[src/verilog/mem_stage_pkg.sv]
package mem_stage_pkg;

  ////////////////////////////////////////
  // Widths
  ////////////////////////////////////////

  // Data and address width
  localparam int xlen = 32;

  // Register index width
  localparam int reg_aw = 5;

  // Byte lanes per word and lane width
  localparam int num_lanes = 4;
  localparam int lane_w    = 8;

  // Word address width of the data RAM
  // Address bits 11:2 pick the word and bits 1:0 the byte
  localparam int ram_aw    = 10;
  localparam int ram_depth = 1 << ram_aw;

  ////////////////////////////////////////
  // Operation kinds
  ////////////////////////////////////////

  // Store size
  typedef enum logic [1:0] {
    st_none = 2'd0,
    st_b    = 2'd1,
    st_h    = 2'd2,
    st_w    = 2'd3
  } store_op_e;

  // Load format with signed and unsigned kinds
  typedef enum logic [2:0] {
    ld_none = 3'd0,
    ld_b    = 3'd1,
    ld_h    = 3'd2,
    ld_w    = 3'd3,
    ld_bu   = 3'd4,
    ld_hu   = 3'd5
  } load_op_e;

endpackage : mem_stage_pkg

[src/verilog/mem_stage_if.sv]


////////////////////////////////////////
// Data RAM port
////////////////////////////////////////

interface ram_port_if import mem_stage_pkg::*; ();

  logic                 wea;
  // One enable per byte lane
  logic [num_lanes-1:0] en;
  logic [ram_aw-1:0]    addr;
  logic [xlen-1:0]      din;
  // Registered read word
  logic [xlen-1:0]      dout;

  modport requester (output wea, en, addr, din);
  modport memory    (input wea, en, addr, din, output dout);
  modport reader    (input dout);

endinterface : ram_port_if

[src/verilog/writeback_select.sv]
module writeback_select import mem_stage_pkg::*; (
  ram_port_if.reader       ram,
  input  logic [xlen-1:0]  wb_alures,
  input  logic             wb_memread,
  input  load_op_e         wb_load_op,
  input  logic [1:0]       wb_offset,
  output logic [xlen-1:0]  wb_res
);

  logic [2*xlen-1:0] word_dbl;
  logic [xlen-1:0]   word_rot;
  logic [xlen-1:0]   load_val;

  ////////////////////////////////////////
  // Lane alignment
  ////////////////////////////////////////

  // Rotate right by offset bytes
  // Addressed byte ends up in bits 7:0
  assign word_dbl = {ram.dout, ram.dout} >> {wb_offset, 3'b000};
  assign word_rot = word_dbl[xlen-1:0];

  ////////////////////////////////////////
  // Load format
  ////////////////////////////////////////

  always_comb begin
    unique case (wb_load_op)
      // Signed byte
      ld_b:    load_val = {{(xlen-8){word_rot[7]}}, word_rot[7:0]};
      // Signed halfword
      ld_h:    load_val = {{(xlen-16){word_rot[15]}}, word_rot[15:0]};
      // Whole word passed through
      ld_w:    load_val = word_rot;
      // Unsigned byte
      ld_bu:   load_val = {{(xlen-8){1'b0}}, word_rot[7:0]};
      // Unsigned halfword
      ld_hu:   load_val = {{(xlen-16){1'b0}}, word_rot[15:0]};
      // No load
      default: load_val = '0;
    endcase
  end

  ////////////////////////////////////////
  // Result select
  ////////////////////////////////////////

  // Loads take the memory value, everything else the ALU result
  assign wb_res = wb_memread ? load_val : wb_alures;

endmodule : writeback_select

[src/flat_wrapper.sv]
// flat-port wrapper written by rule: the top's interface ports become plain ports
module writeback_select_flat import mem_stage_pkg::*;
  (wb_alures, wb_memread, wb_load_op, wb_offset, wb_res, ram_dout);
  ram_port_if ram_i ();
  input  logic [xlen-1:0] wb_alures;
  input  logic wb_memread;
  input  load_op_e wb_load_op;
  input  logic [1:0] wb_offset;
  output logic [xlen-1:0] wb_res;
  input wire logic [$bits(ram_i.dout)-1:0] ram_dout;
  assign ram_i.dout = ram_dout;
  writeback_select u_core (.ram(ram_i), .wb_alures(wb_alures), .wb_memread(wb_memread), .wb_load_op(wb_load_op), .wb_offset(wb_offset), .wb_res(wb_res));
endmodule
[config.mk]
export PLATFORM = sky130hd
export DESIGN_NAME = writeback_select_flat
export DESIGN_NICKNAME = d
export VERILOG_FILES = /design/src/verilog/mem_stage_pkg.sv /design/src/verilog/mem_stage_if.sv /design/src/verilog/writeback_select.sv /design/src/flat_wrapper.sv
export SDC_FILE = /design/constraint.sdc
export NUM_CORES = 1
export LEC_CHECK = 0
export ABC_AREA = 1
export BUFFER_PORTS_ARGS = -buffer_cell sky130_fd_sc_hd__buf_2
export CAP_MARGIN = 20
export CORE_MARGIN = 4
export CORE_UTILIZATION = 40
export DETAILED_ROUTE_END_ITERATION = 8
export PLACE_DENSITY = 0.84
export SLEW_MARGIN = 10
export SYNTH_ARGS = -nofsm -noshare
export SYNTH_HDL_FRONTEND = slang
export SYNTH_SLANG_ARGS = --single-unit
[constraint.sdc]
create_clock -name vclk -period 1.05
set_input_delay 0.105 -clock vclk [all_inputs]
set_output_delay 0.105 -clock vclk [all_outputs]
set_load 0.03 [all_outputs]
==> results_dict.tcl <==
set metrics [dict create \
    synth.top_cell.area_share_pct 43.8 \
    min-delay-path-class "in2out" \
    ys_types 17 \
    postRouteWirelength_um 11600 \
    cp-start-kind "primary input" \
    grt_max_degree 25 \
    ant_nets 0 \
    antenna_found_initial 0 \
    drc 35 \
    die_h_um 68.5 \
    synth_cells 326 \
    cp.arrival_ps 1360 \
    status "complete, but fails checks" \
    initial_core_util_pct 42.6 \
    worst_slack_ps -419 \
    crit_path_end_kind "output port" \
    clkbuf_count 0 \
    rows 21 \
    rsz0062_at_grt "true" \
    portBuffers 102 \
    worst_slew_pin_slew_ps 291 \
    leakagePower_nw 1.76 \
    cp.required_ps 940 \
    num-fill-cells 86 \
    dr_total_vias 3409 \
    hold_viol_final 0 \
    layout-drive-gt1-share_pct 59.6 \
    place_ws_ps -362 \
    worstHoldEndpoint "wb_res[12]" \
    track_usage_pct 28.0 \
    violations "DRC, setup timing" \
    irDropWorstVdd_v 0.000353 \
    synth-xor-area-share_pct 0 \
    via_per_inst 6.94 \
    seq_cells 0 \
    max-cap-violations 0 \
    final_cell_mix "nand2_1 (106), buf_2 (65), nand3_1 (56), nand2_2 (47), buf_6 (39)" \
    synth_fa_ha_area_share_pct 0 \
    cp_max_fo 9 \
    yosysWarnings 0 \
    critPathKind "in2out" \
    synth_simple_gate_area_share_pct 80.9 \
    die_area_mm2 0.00470 \
    gp_congestion 0.925 \
    synth_area_leaders "nand2_1 (44%), nand3_1 (31%), buf_4 (3.6%)" \
    syn_nets 396 \
    final_common_cell "nand2_1" \
    grt_pass1_wl_um 10300 \
    wl_per_cell_um 23.6 \
    die-width_um 68.5 \
    setup_violations 32 \
    drt_iter0_markers 668 \
    timing.final.crit_share_pct 140 \
    power.density_mw_per_mm2 571 \
    dp_hpwl_um 4730 \
    fin_crit_ps 1470 \
    antennaDiodeCount 0 \
    drt-pass1-iter-count 9 \
    io_pins 102 \
    synth-compound-area-share_pct 5.72 \
    finalNetCount 517 \
    grt_overflow 0 \
    worstHoldPathCells 4 \
    yosys.area.top_type "nand2_1" \
    seq_area_um2 0 \
    core_area_mm2 0.00344 \
    hold_buffers 0 \
    synth_top_family_by_area "simple AND/OR/NAND/NOR gates" \
    hp-start "wb_alures[12]" \
    slew_viol_final 0 \
    synthMuxAreaShare_pct 0 \
    relSlewSlack_pct 80.6 \
    ys_seq_area_share_pct 0 \
    synth_area_mm2 0.00147 \
    syn_to_final_growth_pct 125 \
    syn_avg_cell_area_um2 4.50 \
    final_core_util_pct 96.0 \
    max_freq_mhz 681 \
    grt_pass1_vias 2461 \
]
[per-layer routing]
metal	vias to the layer above	wire length [um]	track usage, %
met5	-	0	0
met4	0	1190	12.4
met3	171	1560	2.92
met2	417	5230	55.7
met1	1519	3610	28.9
li1	1302	-	-
[layout make-up]
class	instances	area (um2)	area share (%)
multi-input combinational	290	1900	57.4
inverter	13	76.3	2.31
timing repair buffer	142	1270	38.5
tap	46	57.6	1.74
[cell families after synthesis]
group	Yosys count
simple gates	274
buf+inv	36
compound gates	16
[metrics by stage]
stage	total power (W)	TNS [ps]	std cells	hold slack, ps	instance area (um2)
3_5_place_dp	0.00126	-10350	480	561	2410
5_1_grt	0.00197	-14330	491	526	3300
2_1_floorplan	0.000850	0	326	386	1710
3_3_place_gp	0.00124	-9620	480	555	2410
4_1_cts	0.00142	-6350	484	517	2670
6_report	0.00189	-11140	491	522	3300
[how the worst max path moves through the flow]
| stage | slack [ps] | cells after the start | end | startpoint |
|---|---|---|---|---|
| 2_1_floorplan | 0.1 | 8 | wb_res[0] | wb_offset[1] |
| 3_3_place_gp | -350 | 9 | wb_res[5] | wb_offset[0] |
| 3_5_place_dp | -360 | 10 | wb_res[20] | wb_offset[0] |
| 4_1_cts | -260 | 10 | wb_res[20] | wb_offset[0] |
| 5_1_grt | -560 | 9 | wb_res[31] | wb_load_op[0] |
| 6_report | -420 | 10 | wb_res[31] | wb_offset[0] |
[cells in the mapped netlist (2+ instances only)]
| cell type | n |
|---|---|
| nand2_1 | 171 |
| nand3_1 | 91 |
| inv_1 | 11 |
| o21ai_1 | 9 |
| and2_1 | 7 |
| buf_4 | 7 |
| clkbuf_1 | 6 |
| o21ai_0 | 6 |
| buf_2 | 4 |
| buf_6 | 4 |
| buf_1 | 2 |
| inv_2 | 2 |
| nand3_2 | 2 |
[critical path: stages]
cell and delay (ps):
buf_12 110, clkinv_8 80, nand2_1 180, nand3_4 130
nand3_4 180, buf_12 170, nand3_2 100, nand2_2 100
nand2_2 60, buf_6 130
[repair_timing]
item / CTS / global route
resized for setup: 78 / 122
setup buffers: 4 / 1
setup endpoints to repair: 32 / 32
pin swaps: 13 / 27
cloned: 0 / 6
[report_power, final]
part | switching, W | total [W] | leakage, nW | internal [W]
logic | 0.00112 | 0.00189 | 1.76 | 0.000767
clock network | 0 | 0 | 0 | 0
registers | 0 | 0 | 0 | 0
No activity file was read; power rests on OpenSTA's default activity.
