==> config.mk <==
export PLATFORM = sky130hd
export DESIGN_NAME = mem_wb_reg_flat
export DESIGN_NICKNAME = d
export VERILOG_FILES = /design/src/verilog/mem_stage_pkg.sv /design/src/verilog/mem_stage_if.sv /design/src/verilog/mem_wb_reg.sv /design/src/flat_wrapper.sv
export SDC_FILE = /design/constraint.sdc
export NUM_CORES = 1
export LEC_CHECK = 0
export ABC_AREA = 0
export BUFFER_PORTS_ARGS = -buffer_cell sky130_fd_sc_hd__buf_2
export CORE_MARGIN = 4
export CORE_UTILIZATION = 39
export DETAILED_ROUTE_END_ITERATION = 6
export PLACE_DENSITY_LB_ADDON = 0.3
export SLEW_MARGIN = 40
export SYNTH_ARGS = -nofsm -noshare
export SYNTH_HDL_FRONTEND = slang
export SYNTH_SLANG_ARGS = --single-unit
export TNS_END_PERCENT = 1
==> constraint.sdc <==
create_clock -name clk -period 0.8 [get_ports clk]
set_input_delay 0.04 -clock clk [delete_from_list [all_inputs] [get_ports clk]]
set_output_delay 0.04 -clock clk [all_outputs]
set_load 0.005 [all_outputs]
==> src/verilog/mem_stage_pkg.sv <==
package mem_stage_pkg;

  ////////////////////////////////////////
  // Widths
  ////////////////////////////////////////

  // Data and address width
  localparam int xlen = 32;

  // Register index width
  localparam int reg_aw = 5;

  // Byte lanes per word and lane width
  localparam int num_lanes = 4;
  localparam int lane_w    = 8;

  // Word address width of the data RAM
  // Address bits 11:2 pick the word and bits 1:0 the byte
  localparam int ram_aw    = 10;
  localparam int ram_depth = 1 << ram_aw;

  ////////////////////////////////////////
  // Operation kinds
  ////////////////////////////////////////

  // Store size
  typedef enum logic [1:0] {
    st_none = 2'd0,
    st_b    = 2'd1,
    st_h    = 2'd2,
    st_w    = 2'd3
  } store_op_e;

  // Load format with signed and unsigned kinds
  typedef enum logic [2:0] {
    ld_none = 3'd0,
    ld_b    = 3'd1,
    ld_h    = 3'd2,
    ld_w    = 3'd3,
    ld_bu   = 3'd4,
    ld_hu   = 3'd5
  } load_op_e;

endpackage : mem_stage_pkg

==> src/verilog/mem_stage_if.sv <==
////////////////////////////////////////
// EX/MEM pipeline values
////////////////////////////////////////

interface ex_mem_if import mem_stage_pkg::*; ();

  // ALU result that is also the memory address
  logic [xlen-1:0]   alures;
  // Store source register and its value
  logic [xlen-1:0]   rs2_data;
  logic [reg_aw-1:0] rs2;
  // Destination register
  logic [reg_aw-1:0] rd;
  logic              regwrite;
  logic              memread;
  logic              memwrite;
  store_op_e         store_op;
  load_op_e          load_op;

  // Store path toward the RAM
  modport store_side (
    input alures, rs2_data, rs2, memread, memwrite, store_op
  );

  // MEM/WB capture
  modport capture_side (
    input alures, rd, regwrite, memread, load_op
  );

  // Driver at the top level
  modport source (
    output alures, rs2_data, rs2, rd, regwrite, memread, memwrite, store_op, load_op
  );

endinterface : ex_mem_if


==> src/verilog/mem_wb_reg.sv <==
module mem_wb_reg import mem_stage_pkg::*; (
  input  logic              clk,
  input  logic              rst_n,
  input  logic              stall,
  ex_mem_if.capture_side    ex,
  output logic [xlen-1:0]   wb_alures,
  output logic              wb_memread,
  output load_op_e          wb_load_op,
  output logic [1:0]        wb_offset,
  output logic [reg_aw-1:0] wb_rd,
  output logic              wb_regwrite
);

  ////////////////////////////////////////
  // MEM/WB register
  ////////////////////////////////////////

  always_ff @(posedge clk) begin
    if (!rst_n) begin
      // Empty stage after reset
      wb_alures   <= '0;
      wb_memread  <= 1'b0;
      wb_load_op  <= ld_none;
      wb_offset   <= 2'b00;
      wb_rd       <= '0;
      wb_regwrite <= 1'b0;
    end else if (!stall) begin
      // Advance one instruction per unstalled edge
      wb_alures   <= ex.alures;
      wb_memread  <= ex.memread;
      wb_load_op  <= ex.load_op;
      // Byte offset picks the lane on the read side
      wb_offset   <= ex.alures[1:0];
      wb_rd       <= ex.rd;
      wb_regwrite <= ex.regwrite;
    end
  end

  // Every load names its format
  a_load_formatted : assert property (
    @(posedge clk) disable iff (!rst_n)
    ex.memread |-> (ex.load_op != ld_none)
  );

endmodule : mem_wb_reg

==> src/flat_wrapper.sv <==
// flat-port wrapper written by rule: the top's interface ports become plain ports
module mem_wb_reg_flat import mem_stage_pkg::*;
  (clk, rst_n, stall, wb_alures, wb_memread, wb_load_op, wb_offset, wb_rd, wb_regwrite, ex_alures, ex_rd, ex_regwrite, ex_memread, ex_load_op);
  ex_mem_if ex_i ();
  input  logic clk;
  input  logic rst_n;
  input  logic stall;
  output logic [xlen-1:0] wb_alures;
  output logic wb_memread;
  output load_op_e wb_load_op;
  output logic [1:0] wb_offset;
  output logic [reg_aw-1:0] wb_rd;
  output logic wb_regwrite;
  input wire logic [$bits(ex_i.alures)-1:0] ex_alures;
  input wire logic [$bits(ex_i.rd)-1:0] ex_rd;
  input wire logic [$bits(ex_i.regwrite)-1:0] ex_regwrite;
  input wire logic [$bits(ex_i.memread)-1:0] ex_memread;
  input wire logic [$bits(ex_i.load_op)-1:0] ex_load_op;
  assign ex_i.alures = ex_alures;
  assign ex_i.rd = ex_rd;
  assign ex_i.regwrite = ex_regwrite;
  assign ex_i.memread = ex_memread;
  assign ex_i.load_op = ex_load_op;
  mem_wb_reg u_core (.clk(clk), .rst_n(rst_n), .stall(stall), .ex(ex_i), .wb_alures(wb_alures), .wb_memread(wb_memread), .wb_load_op(wb_load_op), .wb_offset(wb_offset), .wb_rd(wb_rd), .wb_regwrite(wb_regwrite));
endmodule
==> summary.md <==
| Metric | Value |
|---|---|
| CTS buffer count | `5` |
| R2r setup slk | `0.14 ns` |
| CP arrival | `~0.73 ns` |
| Final nets | `271` |
| Stages on worst setup path | `1` |
| Clock Latency Late Sink | `0.28 ns` |
| PortBufs | `88` |
| CP max-delay cell | `dfxtp_2` |
| Final hold vios | `0` |
| Family with the most delay on the worst path | `flip-flops` |
| Period utilization | `0.9616` |
| CTS tree | `built` |
| Crit path max fanout | `2` |
| I/O pin cnt | `89` |
| Largest cells by area after synthesis | `dfxtp_1 (51%), mux2i_1 (26%), nor2b_1 (16%), buf_12 (4.9%), buf_4 (0.91%)` |
| Commonest non-fill, non-tap cells in the layout | `buf_2 (84), mux2i_1 (42), nor2b_1 (42)` |
| Total power | `4.547 mW` |
| WHS | `0.006201 ns` |
| Pwr/cell area | `1996 mW/mm²` |
| Post-synthesis sequential area ratio | `0.5110` |
| Worst slew margin | `0.6265` |
| Max-cap violation count | `0` |
| Crit path capture type | `output pin` |
| Clock Sinks | `42` |
| N_diodes | `0` |
| Clk_skew | `0 ns` |
| Largest area contributor in the netlist | `dfxtp_1` |
| Mapped Area | `0.001645 mm²` |
| Drt wl/cell | `12.09 µm` |
| Post-Synth Simple-Gate Area | `0.1597` |
| Die Wd | `72.95 µm` |
| Die Span Y | `72.95 µm` |
| Routability cong. | `0.6763` |
| Commonest non-fill, non-tap cell in the layout | `buf_2` |
| Synth warn | `0` |
| Final instance area | `0.002278 mm²` |
| #FFs+latches synth | `42` |
| Fin. max-slew vios | `0` |
| Setup tns final | `0 ns` |
| Core Region | `0.004029 mm²` |
| F_max | `about 1300 MHz` |
| End of the critical path | `wb_alures[3]` |
| Worst r2r path cells | `2` |
| Kind of critical path | `reg2out` |
| CTS root buffer | `clkbuf_8` |
| Syn Inst Count | `137` |
| Dpl cells | `~270` |
| Syn nets | `182` |
| FF-to-FF Start | `u_core.wb_regwrite$_SDFFE_PN0N_` |
| GRT Overall Usage | `0.1293` |
| Share of synthesized area spent on multiplexers | `0.2555` |
| Finished Layout Cells | `276` |
| Row Count | `23` |
| Die area | `0.005322 mm²` |
| CTS max path bufs | `2` |
| Largest family of logic cells by synthesized area | `multiplexers` |
| H-tree depth | `2` |
| First-pass GRT wire length | `about 5300 µm` |
| Synth top area share | `0.5110` |
| Number of vias per cell | `4.420` |
| Area grow syn2layout | `38.48%` |
| WP buf/inv | `1` |
| Final Core Density | `0.5655` |
| Number of global-route vias before repair | `roughly 1300` |
| DRT Wirelength | `3338 µm` |
| Final setup margin | `0.03075 ns` |
| Starting Density | `0.4084` |
| CP Data Required Time | `approximately 0.76 ns` |
| Dpl hpwl | `2440 µm` |
| Largest net degree at the start of global routing | `43` |
| XOR/XNOR Fraction of Synth Area | `0` |
| Compound-Gate Fraction of Synth Area | `0` |
| Dpl ws | `-0.03403 ns` |
| Worst flop-to-flop path endpoint | `u_core.wb_regwrite$_SDFFE_PN0N_` |
| Final min period | `0.7692 ns` |
| Unique masters post-synth | `7` |
| Post-CTS setup buffers | `0` |
| Reg clk slew, reported paths | `0.08 ns` |
| Layout cells sized above 1 | `0.5973` |
| Leakage | `1.171 nW` |
| Grt total ovfl | `0` |
| Crit path from | `u_core.wb_alures[3]$_SDFFE_PN0N_` |
| Setup Viol. Count Final | `0` |
| Critical-path cell list | `buf_2` |
| Status | `completed` |
| HP Class | `in2reg` |
| Remaining DRCs | `0` |
| Routed Antenna Nets | `0` |
| CP Launch Type | `flop` |
| IR drop worst, VDD | `around 1.2 mV` |
| Avg Cell Area, Syn | `12.01 µm²` |
| Initial DRC Count | `25` |
| Antenna violations before repair | `0` |
| Initial DRT Pass Iterations | `3` |
| Slew at the pin with the worst max-slew slack | `0.5602 ns` |
| Post-DP Area | `0.002074 mm²` |
| Adder-cell share of the synthesized area | `0` |
| Vias | `1220` |
| Largest stage delay on the critical path | `~0.32 ns` |
| RSZ-0062 raised after global routing | `true` |
==> cell families (layout without fill, tap and decap cells) <==
group	Yosys count	after routing
flip-flops	42	42
multiplexers	42	42
AND/OR/NAND/NOR	42	42
buffers and inverters	11	100
==> metal layers <==
metal  GRT usage  vias to the layer above  wire length (µm)
li1            -                      621                 -
met1      0.1429                      540              1455
met2      0.2214                       52              1532
met3     0.04408                        7               304
met4     0.06148                        0                46
met5           0                        -                 0
==> registers in the layout (all words and copies together), names as in the netlist <==
signal	flops
u_core.wb_load_op	3
u_core.wb_offset	1
u_core.wb_alures	31
u_core.wb_rd	5
u_core.wb_memread	1
u_core.wb_regwrite	1
==> worst min path at each step <==
stage                  start                                end  slack (ns)  depth (start not counted)
2_1_floorplan          rst_n  u_core.wb_alures[30]$_SDFFE_PN0N_        0.17                          1
3_3_place_gp      ex_memread     u_core.wb_memread$_SDFFE_PN0N_        0.29                          3
3_5_place_dp        ex_rd[0]       u_core.wb_rd[0]$_SDFFE_PN0N_        0.30                          3
4_1_cts        ex_alures[24]  u_core.wb_alures[24]$_SDFFE_PN0N_      0.0007                          3
5_1_grt        ex_alures[11]  u_core.wb_alures[11]$_SDFFE_PN0N_       0.008                          3
6_report       ex_alures[11]  u_core.wb_alures[11]$_SDFFE_PN0N_       0.006                          3
==> cell usage after synthesis <==
cell       n
clkbuf_1   4
buf_4      2
buf_6      1
mux2i_1   42
buf_12     4
nor2b_1   42
dfxtp_1   42
==> power by group <==
group          total, mW  internal (mW)  switching (mW)
Sequential          2.30           2.24          0.0616
Combinational      0.590          0.352           0.237
Clock               1.66          0.998           0.661
Total               4.55           3.59           0.960
==> final cells by class <==
type,instances,area (µm²)
Clock buffer,6,82.58
Sequential cell,42,887.1
Timing Repair Buffer,93,533.0
Clock inverter,1,30.03
Fill cell,367,1750
Multi-Input combinational cell,84,683.2
Tap cell,50,62.56
==> repair_timing <==
item / CTS / global route
hold buffers: 2 / 0
endpoints found under the hold margin: 2 / 0
endpoints found under the setup margin: 2 / 38
gates resized for setup: 2 / 39
Power figures use the tool's default switching activity.
