### src/verilog/mem_stage_pkg.sv
package mem_stage_pkg;

  ////////////////////////////////////////
  // Widths
  ////////////////////////////////////////

  // Data and address width
  localparam int xlen = 32;

  // Register index width
  localparam int reg_aw = 5;

  // Byte lanes per word and lane width
  localparam int num_lanes = 4;
  localparam int lane_w    = 8;

  // Word address width of the data RAM
  // Address bits 11:2 pick the word and bits 1:0 the byte
  localparam int ram_aw    = 10;
  localparam int ram_depth = 1 << ram_aw;

  ////////////////////////////////////////
  // Operation kinds
  ////////////////////////////////////////

  // Store size
  typedef enum logic [1:0] {
    st_none = 2'd0,
    st_b    = 2'd1,
    st_h    = 2'd2,
    st_w    = 2'd3
  } store_op_e;

  // Load format with signed and unsigned kinds
  typedef enum logic [2:0] {
    ld_none = 3'd0,
    ld_b    = 3'd1,
    ld_h    = 3'd2,
    ld_w    = 3'd3,
    ld_bu   = 3'd4,
    ld_hu   = 3'd5
  } load_op_e;

endpackage : mem_stage_pkg

### src/verilog/mem_stage_if.sv
////////////////////////////////////////
// EX/MEM pipeline values
////////////////////////////////////////

interface ex_mem_if import mem_stage_pkg::*; ();

  // ALU result that is also the memory address
  logic [xlen-1:0]   alures;
  // Store source register and its value
  logic [xlen-1:0]   rs2_data;
  logic [reg_aw-1:0] rs2;
  // Destination register
  logic [reg_aw-1:0] rd;
  logic              regwrite;
  logic              memread;
  logic              memwrite;
  store_op_e         store_op;
  load_op_e          load_op;

  // Store path toward the RAM
  modport store_side (
    input alures, rs2_data, rs2, memread, memwrite, store_op
  );

  // MEM/WB capture
  modport capture_side (
    input alures, rd, regwrite, memread, load_op
  );

  // Driver at the top level
  modport source (
    output alures, rs2_data, rs2, rd, regwrite, memread, memwrite, store_op, load_op
  );

endinterface : ex_mem_if

////////////////////////////////////////
// Data RAM port
////////////////////////////////////////

interface ram_port_if import mem_stage_pkg::*; ();

  logic                 wea;
  // One enable per byte lane
  logic [num_lanes-1:0] en;
  logic [ram_aw-1:0]    addr;
  logic [xlen-1:0]      din;
  // Registered read word
  logic [xlen-1:0]      dout;

  modport requester (output wea, en, addr, din);
  modport memory    (input wea, en, addr, din, output dout);
  modport reader    (input dout);

endinterface : ram_port_if

### src/verilog/store_lane_unit.sv
module store_lane_unit import mem_stage_pkg::*; (
  input  logic              clk,
  input  logic              rst_n,
  input  logic              stall,
  ex_mem_if.store_side      ex,
  input  logic [xlen-1:0]   wb_res,
  input  logic [reg_aw-1:0] wb_rd,
  input  logic              wb_regwrite,
  ram_port_if.requester     ram
);

  logic                   fwd;
  logic [xlen-1:0]        src;
  logic [1:0]             offset;
  logic [2*xlen-1:0]      src_dbl;
  logic [2*num_lanes-1:0] half_dbl;

  // Byte position inside the word
  assign offset = ex.alures[1:0];

  ////////////////////////////////////////
  // Store forwarding
  ////////////////////////////////////////

  // Instruction ahead writes the register this store reads
  // e.g. lw x5 followed by sw x5
  assign fwd = ex.memwrite && wb_regwrite && (wb_rd == ex.rs2);

  // Take the writeback result over the stale register value
  assign src = fwd ? wb_res : ex.rs2_data;

  ////////////////////////////////////////
  // Byte enables
  ////////////////////////////////////////

  // Halfword pair shifted by the offset; upper half folds back to lane 0
  assign half_dbl = {{num_lanes{1'b0}}, 4'b0011} << offset;

  always_comb begin
    unique case (ex.store_op)
      // One addressed lane
      st_b:    ram.en = 4'b0001 << offset;
      // Two lanes, wrapping, so offset 3 gives lanes 3 and 0
      st_h:    ram.en = half_dbl[num_lanes-1:0] | half_dbl[2*num_lanes-1:num_lanes];
      // Word store or no store at all
      default: ram.en = '1;
    endcase
  end

  ////////////////////////////////////////
  // Lane rotation and RAM request
  ////////////////////////////////////////

  // Rotate left by offset bytes so byte 0 lands in the addressed lane
  assign src_dbl = {src, src} << {offset, 3'b000};
  assign ram.din = src_dbl[2*xlen-1:xlen];

  // Word address
  assign ram.addr = ex.alures[ram_aw+1:2];

  // No write while the stage is frozen
  assign ram.wea = ex.memwrite && !stall;

  // Decoder never flags a load and a store together
  a_no_rd_wr : assert property (
    @(posedge clk) disable iff (!rst_n)
    ex.memwrite |-> !ex.memread
  );

  // A memory write always carries a size
  a_store_sized : assert property (
    @(posedge clk) disable iff (!rst_n)
    ex.memwrite |-> (ex.store_op != st_none)
  );

endmodule : store_lane_unit

### src/flat_wrapper.sv
// flat-port wrapper written by rule: the top's interface ports become plain ports
module store_lane_unit_flat import mem_stage_pkg::*;
  (clk, rst_n, stall, wb_res, wb_rd, wb_regwrite, ex_alures, ex_rs2_data, ex_rs2, ex_memread, ex_memwrite, ex_store_op, ram_wea, ram_en, ram_addr, ram_din);
  ex_mem_if ex_i ();
  ram_port_if ram_i ();
  input  logic clk;
  input  logic rst_n;
  input  logic stall;
  input  logic [xlen-1:0] wb_res;
  input  logic [reg_aw-1:0] wb_rd;
  input  logic wb_regwrite;
  input wire logic [$bits(ex_i.alures)-1:0] ex_alures;
  input wire logic [$bits(ex_i.rs2_data)-1:0] ex_rs2_data;
  input wire logic [$bits(ex_i.rs2)-1:0] ex_rs2;
  input wire logic [$bits(ex_i.memread)-1:0] ex_memread;
  input wire logic [$bits(ex_i.memwrite)-1:0] ex_memwrite;
  input wire logic [$bits(ex_i.store_op)-1:0] ex_store_op;
  output wire logic [$bits(ram_i.wea)-1:0] ram_wea;
  output wire logic [$bits(ram_i.en)-1:0] ram_en;
  output wire logic [$bits(ram_i.addr)-1:0] ram_addr;
  output wire logic [$bits(ram_i.din)-1:0] ram_din;
  assign ex_i.alures = ex_alures;
  assign ex_i.rs2_data = ex_rs2_data;
  assign ex_i.rs2 = ex_rs2;
  assign ex_i.memread = ex_memread;
  assign ex_i.memwrite = ex_memwrite;
  assign ex_i.store_op = ex_store_op;
  assign ram_wea = ram_i.wea;
  assign ram_en = ram_i.en;
  assign ram_addr = ram_i.addr;
  assign ram_din = ram_i.din;
  store_lane_unit u_core (.clk(clk), .rst_n(rst_n), .stall(stall), .ex(ex_i), .wb_res(wb_res), .wb_rd(wb_rd), .wb_regwrite(wb_regwrite), .ram(ram_i));
endmodule
### config.mk
export PLATFORM = sky130hd
export DESIGN_NAME = store_lane_unit_flat
export DESIGN_NICKNAME = d
export VERILOG_FILES = /design/src/verilog/mem_stage_pkg.sv /design/src/verilog/mem_stage_if.sv /design/src/verilog/store_lane_unit.sv /design/src/flat_wrapper.sv
export SDC_FILE = /design/constraint.sdc
export NUM_CORES = 1
export LEC_CHECK = 0
export ABC_AREA = 1
export BUFFER_PORTS_ARGS = -buffer_cell sky130_fd_sc_hd__buf_4
export CAP_MARGIN = 25
export CELL_PAD_IN_SITES_DETAIL_PLACEMENT = 1
export CELL_PAD_IN_SITES_GLOBAL_PLACEMENT = 2
export CORE_MARGIN = 2
export CORE_UTILIZATION = 16
export DETAILED_ROUTE_END_ITERATION = 12
export GPL_ROUTABILITY_DRIVEN = 0
export GPL_TIMING_DRIVEN = 0
export PLACE_DENSITY_LB_ADDON = 0.1
export SLEW_MARGIN = 25
export SYNTH_ARGS = -nofsm -noshare
export SYNTH_HDL_FRONTEND = slang
export SYNTH_SLANG_ARGS = --single-unit
### constraint.sdc
create_clock -name vclk -period 4.4
set_input_delay 0.66 -clock vclk [all_inputs]
set_output_delay 0.66 -clock vclk [all_outputs]
set_load 0.1 [all_outputs]
==> summary.txt, run 1 <==
STA
  • Final setup TNS: 0 ns
  • RSZ-0062 raised after global routing: false
  • Final-report hold violation count: 0
  • Max Slew Vio Count: 0
  • Final setup violation count: 0
  • Fmax: 0.2923 GHz
  • Slew @ Worst Pin: 0.7679 ns
  • Worst rel slew slack: 48.81%
  • Minimum clock period: 3.421 ns
  • Final worst path period share: 77.75%

Clocking
  • Post-CTS Resized: 0
  • Post-CTS Setup Bufs: 0
  • Post-CTS Hold Buffers: 0

Logic synthesis
  • Leading area contributor after synthesis: nand3_1
  • Area share of the largest cell type after synthesis: 40.60%
  • Synth Warn #: 0
  • Synth top area cells: nand3_1 (41%), nand2_1 (18%), nand4_1 (13%), buf_4 (6.2%), ha_1 (4.8%)
  • Syn avg cell area: 5.123 µm²
  • Post-Synthesis Cell Area: 1578 µm²
  • Post-synthesis cell count: 308
  • Synth unique cells: 18
  • Post-synthesis sequential area ratio: 0%
  • Post-Syn Nets: 428

Detailed routing
  • Initial DRC Count: 74
  • Antenna-violating nets left: 0
  • Via Count: 2,636
  • Wirelength per Cell: 15.04 µm
  • DR DRC count: 0
  • Vias per cell: 4.633
  • DRT Wirelength: 8.560 mm
  • Drt first pass iters: 4

Cells and area
  • Layout Utilization: 27.93%
  • Finished Layout Cells: 569
  • Num sequential: 0
  • FF+latch area: 0 µm²
  • Filler cell count: 1,281
  • Final #Nets: 558
  • ANT cells: 0
  • Area delta synth->final: 71.45%
  • Clock buffers: 0
  • Ratio of cells with drive above 1 in the final layout: 35.55%

Place
  • DP Cell Count: 569
  • Post-detail-place hpwl: 6.878 mm
  • Port buffer count: 128

Global route
  • Remaining Overflow, GRT: 0
  • Pin count of the biggest net entering global routing: 12
  • Global Route Usage Sum: 15.29%
  • Vias in the first global route: 2,657
  • Initial antenna violation count: 0
  • First-pass GRT wire length: 13.09 mm

Worst setup path
  • Worst-path maximum fanout: 11
  • Data required time of the worst path: 3.74 ns
  • Setup crit end kind: primary output
  • Startpoint types: input port
  • Critical path arrival: 2.76 ns
  • CP Class: input port to primary output
  • Critical Path Source: ex_alures[1]

Pwr
  • Internal Power: 0.0001469 W
  • Clock power frac: 0%
  • Leakage: 1.453 nW
  • Net Switching: 0.0004267 W
  • Worst vdd ir: 0.00008137 V
  • Combinational share of power: 100.0%
  • Seq pwr share: 0%
  • Net Sw Frac: 74.39%
  • Pwr/cell area: 212.0 nW/µm²

Floorplan
  • Core area: 9684 µm²
  • Die X-Extent: 103.3 µm
  • I/O pins: 161
  • Die height: 103.3 µm
  • Cell row count: 36
  • Die area: 10,670 µm²
  • Starting density of the core: 16.29%

Job
  • Max-cap viol count: 0

Worst hold path
  • Hold WC Path Type: input port to primary output
  • Hold wc startpoint: ex_alures[8]

Outcome
  • Status: finished clean
layer usage:
metal	wire length, µm	GRT usage [%]	vias up
met1	3839	20.70	1219
met2	4247	28.37	78
met3	473	0.6048	0
met4	0	0.5061	0
li1	-	-	1339
met5	0	0	-
path summary, 6_finish.rpt:
check	to	slack [ns]	cells after the start
hold / removal	ram_addr[6]	1.65	2
setup / recovery	ram_en[2]	0.98	7
Yosys cell counts, drive strengths merged:
master    n
nand3   129
nand2    75
nand4    32
buf      24
inv      13
clkbuf   12
nor2      9
ha        6
a21oi     3
o21ai     3
a221o     1
clkinv    1
final cells by class:
cell class / instances / area (µm²) / area share (%)
Buffer: 36 / 214.0 / 7.909
Inverter: 14 / 52.55 / 1.943
Multi-Input combinational cell: 258 / 1311 / 48.47
Timing Repair Buffer: 128 / 960.9 / 35.52
Tap cell: 133 / 166.4 / 6.152
power groups by stage:
| stage | combinational (W) | clock (W) | sequential, W |
|---|---|---|---|
| detailed placement | 0.000577 | 0 | 0 |
| global placement | 0.000576 | 0 | 0 |
| finish | 0.000574 | 0 | 0 |
| global route | 0.000606 | 0 | 0 |
| floorplan | 0.000417 | 0 | 0 |
| CTS | 0.000578 | 0 | 0 |
layout by cell type, fill, tap and decap left out:
cell      instances
buf_4           141
nand2_1          75
nor2_1            6
buf_1             2
ha_1              6
inv_1            12
a21oi_1           3
nand3_4           1
nand3_1         128
o21ai_0           3
inv_2             1
nand4_1          32
a221o_1           1
clkbuf_1         12
nor2_4            3
buf_6             3
clkinv_1          1
buf_2             6
per-stage QoR:
| stage | total power [W] | cell area (µm²) | hold WS (ns) | setup WS [ns] |
|---|---|---|---|---|
| 6_report | 0.0005736 | 2705 | 1.646 | 0.9789 |
| 5_1_grt | 0.0006057 | 2705 | 1.649 | 0.8704 |
| 4_1_cts | 0.0005780 | 2705 | 1.647 | 0.9456 |
| 3_5_place_dp | 0.0005769 | 2705 | 1.647 | 0.9556 |
| 3_3_place_gp | 0.0005765 | 2705 | 1.646 | 0.9598 |
| 2_1_floorplan | 0.0004169 | 1578 | 1.532 | 0.06014 |
worst max-delay path, cell delays in order:
cell and delay (ns):
buf_4 0.10, clkbuf_1 0.31, clkinv_1 0.32, clkbuf_1 0.40, ha_1 0.41, a221o_1 0.32, buf_4 0.23
cell families after synthesis:
kind of cell    after synthesis  share of synthesized area [%]
buf+inv                      50                          16.89
simple gates                245                          75.81
fa+ha+maj                     6                          4.758
compound gates                7                          2.537
Power figures use the tool's default switching activity.
==> run 2, diff against run 1 <==
--- a/config.mk
+++ b/config.mk
@@ -5,13 +5,13 @@
 export SDC_FILE = /design/constraint.sdc
 export NUM_CORES = 1
 export LEC_CHECK = 0
-export ABC_AREA = 1
+export ABC_AREA = 0
 export BUFFER_PORTS_ARGS = -buffer_cell sky130_fd_sc_hd__buf_4
 export CAP_MARGIN = 25
 export CELL_PAD_IN_SITES_DETAIL_PLACEMENT = 1
 export CELL_PAD_IN_SITES_GLOBAL_PLACEMENT = 2
 export CORE_MARGIN = 2
-export CORE_UTILIZATION = 16
+export CORE_UTILIZATION = 22
 export DETAILED_ROUTE_END_ITERATION = 12
 export GPL_ROUTABILITY_DRIVEN = 0
 export GPL_TIMING_DRIVEN = 0
==> constraint.sdc (replaced) <==
create_clock -name vclk -period 3.27
set_input_delay 0.4905 -clock vclk [all_inputs]
set_output_delay 0.4905 -clock vclk [all_outputs]
set_load 0.1 [all_outputs]
==> summary.txt, run 2 <==
Worst setup path
  • Critical path arrival: 2.60 ns
  • CP Class: input port to primary output
  • Data required time of the worst path: 2.78 ns
  • Worst-path maximum fanout: 11
  • Slowest cell on the critical path: clkbuf_1
  • Slowest stage delay, CP: 0.63 ns
  • Setup crit end kind: primary output
  • Startpoint types: input port
  • Crit-path cells: buf_4 > clkbuf_1 > inv_1 > clkbuf_1 > ha_1 > a221o_1 > buf_4

Cells and area
  • Most frequent cells in the layout: buf_4 (144), a221oi_2 (28), and2_1 (25), o32ai_1 (24), nor2b_1 (22)
  • ANT cells: 0
  • Ratio of cells with drive above 1 in the final layout: 56.22%
  • Final #Nets: 508
  • Most common cell after layout, fill and taps aside: buf_4
  • Area delta synth->final: 54.19%
  • FF+latch area: 0 µm²
  • Num sequential: 0
  • Clock buffers: 0
  • Layout Utilization: 34.48%

Global route
  • Remaining Overflow, GRT: 0
  • Pin count of the biggest net entering global routing: 12
  • Vias in the first global route: 2,971
  • Initial antenna violation count: 0
  • Global Route Usage Sum: 20.72%
  • First-pass GRT wire length: 16.75 mm

Logic synthesis
  • Leading area contributor after synthesis: a221oi_2
  • Synth Area in XOR/XNOR: 2.889%
  • Synth Warn #: 0
  • Synth unique cells: 31
  • Post-synthesis sequential area ratio: 0%
  • Largest family of logic cells by synthesized area: compound AO/OA/AOI/OAI gates
  • Post-synthesis cell count: 258
  • Simple-Gate Fraction of Synth Area: 16.58%
  • Post-Synthesis Cell Area: 2166 µm²
  • Post-Syn Nets: 378
  • Post-Synth Adder-Cell Area: 3.466%
  • Count leader, synth: o32ai_1
  • Most frequent cells after synthesis: o32ai_1 (29), a221oi_2 (28), and2_1 (25), nor2b_1 (22), buf_4 (16)
  • Syn avg cell area: 8.395 µm²
  • Compound-Gate Fraction of Synth Area: 53.78%
  • Area share of the largest cell type after synthesis: 19.41%
  • Multiplexer share of the synthesized area: 9.532%
  • Synth top area cells: a221oi_2 (19%), o32ai_1 (12%), and2_1 (7.2%), mux2i_1 (6.9%), nor2b_1 (6.4%)

Detailed routing
  • Drt first pass iters: 4
  • DR DRC count: 0
  • Wirelength per Cell: 22.13 µm
  • Vias per cell: 5.566
  • Antenna-violating nets left: 0
  • DRT Wirelength: 11.49 mm
  • Via Count: 2,889
  • Initial DRC Count: 123

Outcome
  • Status: finished clean

STA
  • Final worst path period share: 94.63%
  • RSZ-0062 raised after global routing: false
  • Max Slew Vio Count: 0
  • Final setup violation count: 0
  • Slew @ Worst Pin: 0.9026 ns
  • Worst rel slew slack: 38.27%
  • Worst hold slack: 1.308 ns
  • Fmax: 0.3232 GHz
  • Final setup TNS: 0 ns
  • Minimum clock period: 3.094 ns
  • Final-report hold violation count: 0

Floorplan
  • Die height: 103.2 µm
  • Die area: 10,650 µm²
  • Core area: 9684 µm²
  • Cell row count: 36
  • Starting density of the core: 22.36%
  • I/O pins: 161
  • Die X-Extent: 103.2 µm

Clocking
  • Post-CTS Hold Buffers: 0

Worst hold path
  • Hold WC Path Type: input port to primary output

Place
  • Post-detail-place hpwl: 9.072 mm
  • Port buffer count: 128

Pwr
  • Worst vdd ir: 0.0001091 V
  • Leakage: 1.330 nW
  • Pwr/cell area: 270.9 nW/µm²

Job
  • Max-cap viol count: 0
-- run 2: changes by cell type after synthesis, moves of 8 or more --
cell      delta
nand4_1     -31
and2_1      +25
a31o_2       +8
a221oi_2    +28
o32ai_1     +29
nor2b_1     +22
o31ai_1     +10
mux2i_1     +15
o21ai_0     +11
nand3_1    -120
nand2_1     -75
-- run 2: final timing paths --
check | to | depth (start not counted) | startpoint
hold / removal | ram_addr[9] | 2 | ex_alures[11]
setup / recovery | ram_en[2] | 7 | ex_alures[0]
-- run 2: cell families (layout without fill, tap and decap cells) --
logic type | count (synthesis) | in the layout
xor+xnor | 5 | 5
mux | 20 | 20
fa+ha+maj | 6 | 6
compound gates | 117 | 117
buf+inv | 51 | 179
simple gates | 59 | 59
-- run 2: critical path: cells and delay by family --
family	cells	cell delay [ns]
buffers and inverters	5	1.42
adders and majority gates	1	0.37
AOI/OAI and AO/OA	1	0.31
-- run 2: repair_timing --
action,4_1_cts,5_1_grt
gates resized for setup,0,1
buffers inserted,0,0
setup endpoints to repair,0,2
hold endpoints to repair,0,0
-- run 2: stage by stage --
stage / power, W / worst slack, ns / std cells / cell area, µm²
after floorplan: 0.0006457 / -0.8114 / 258 / 2210
after global placement: 0.0008969 / 0.006969 / 519 / 3337
after global routing: 0.0009409 / 0.08229 / 519 / 3339
after CTS: 0.0009035 / 0.1061 / 519 / 3338
final: 0.0009047 / 0.1755 / 519 / 3339
after detailed placement: 0.0009022 / 0.1105 / 519 / 3338
-- run 2: power breakdown --
group	switching (W)	internal (W)	leakage (nW)
Clock	0	0	0
Combinational	0.000645	0.000260	1.33
Sequential	0	0	0
-- run 2: final cells by class --
cell class,instances,area (µm²)
buffer,46,279.0
fill,1180,6345
tap,133,166.4
timing repair buffer,128,960.9
inverter,5,18.77
multi-input combinational,207,1914
-- run 2: metal layers --
metal | global-route usage (%) | vias up | part of all wire, %
met1 | 28.62 | 1445 | 46
met3 | 0.7392 | 6 | 5.0
met2 | 37.16 | 116 | 49
li1 | - | 1322 | -
met5 | 0 | - | 0
met4 | 2.024 | 0 | 0.54
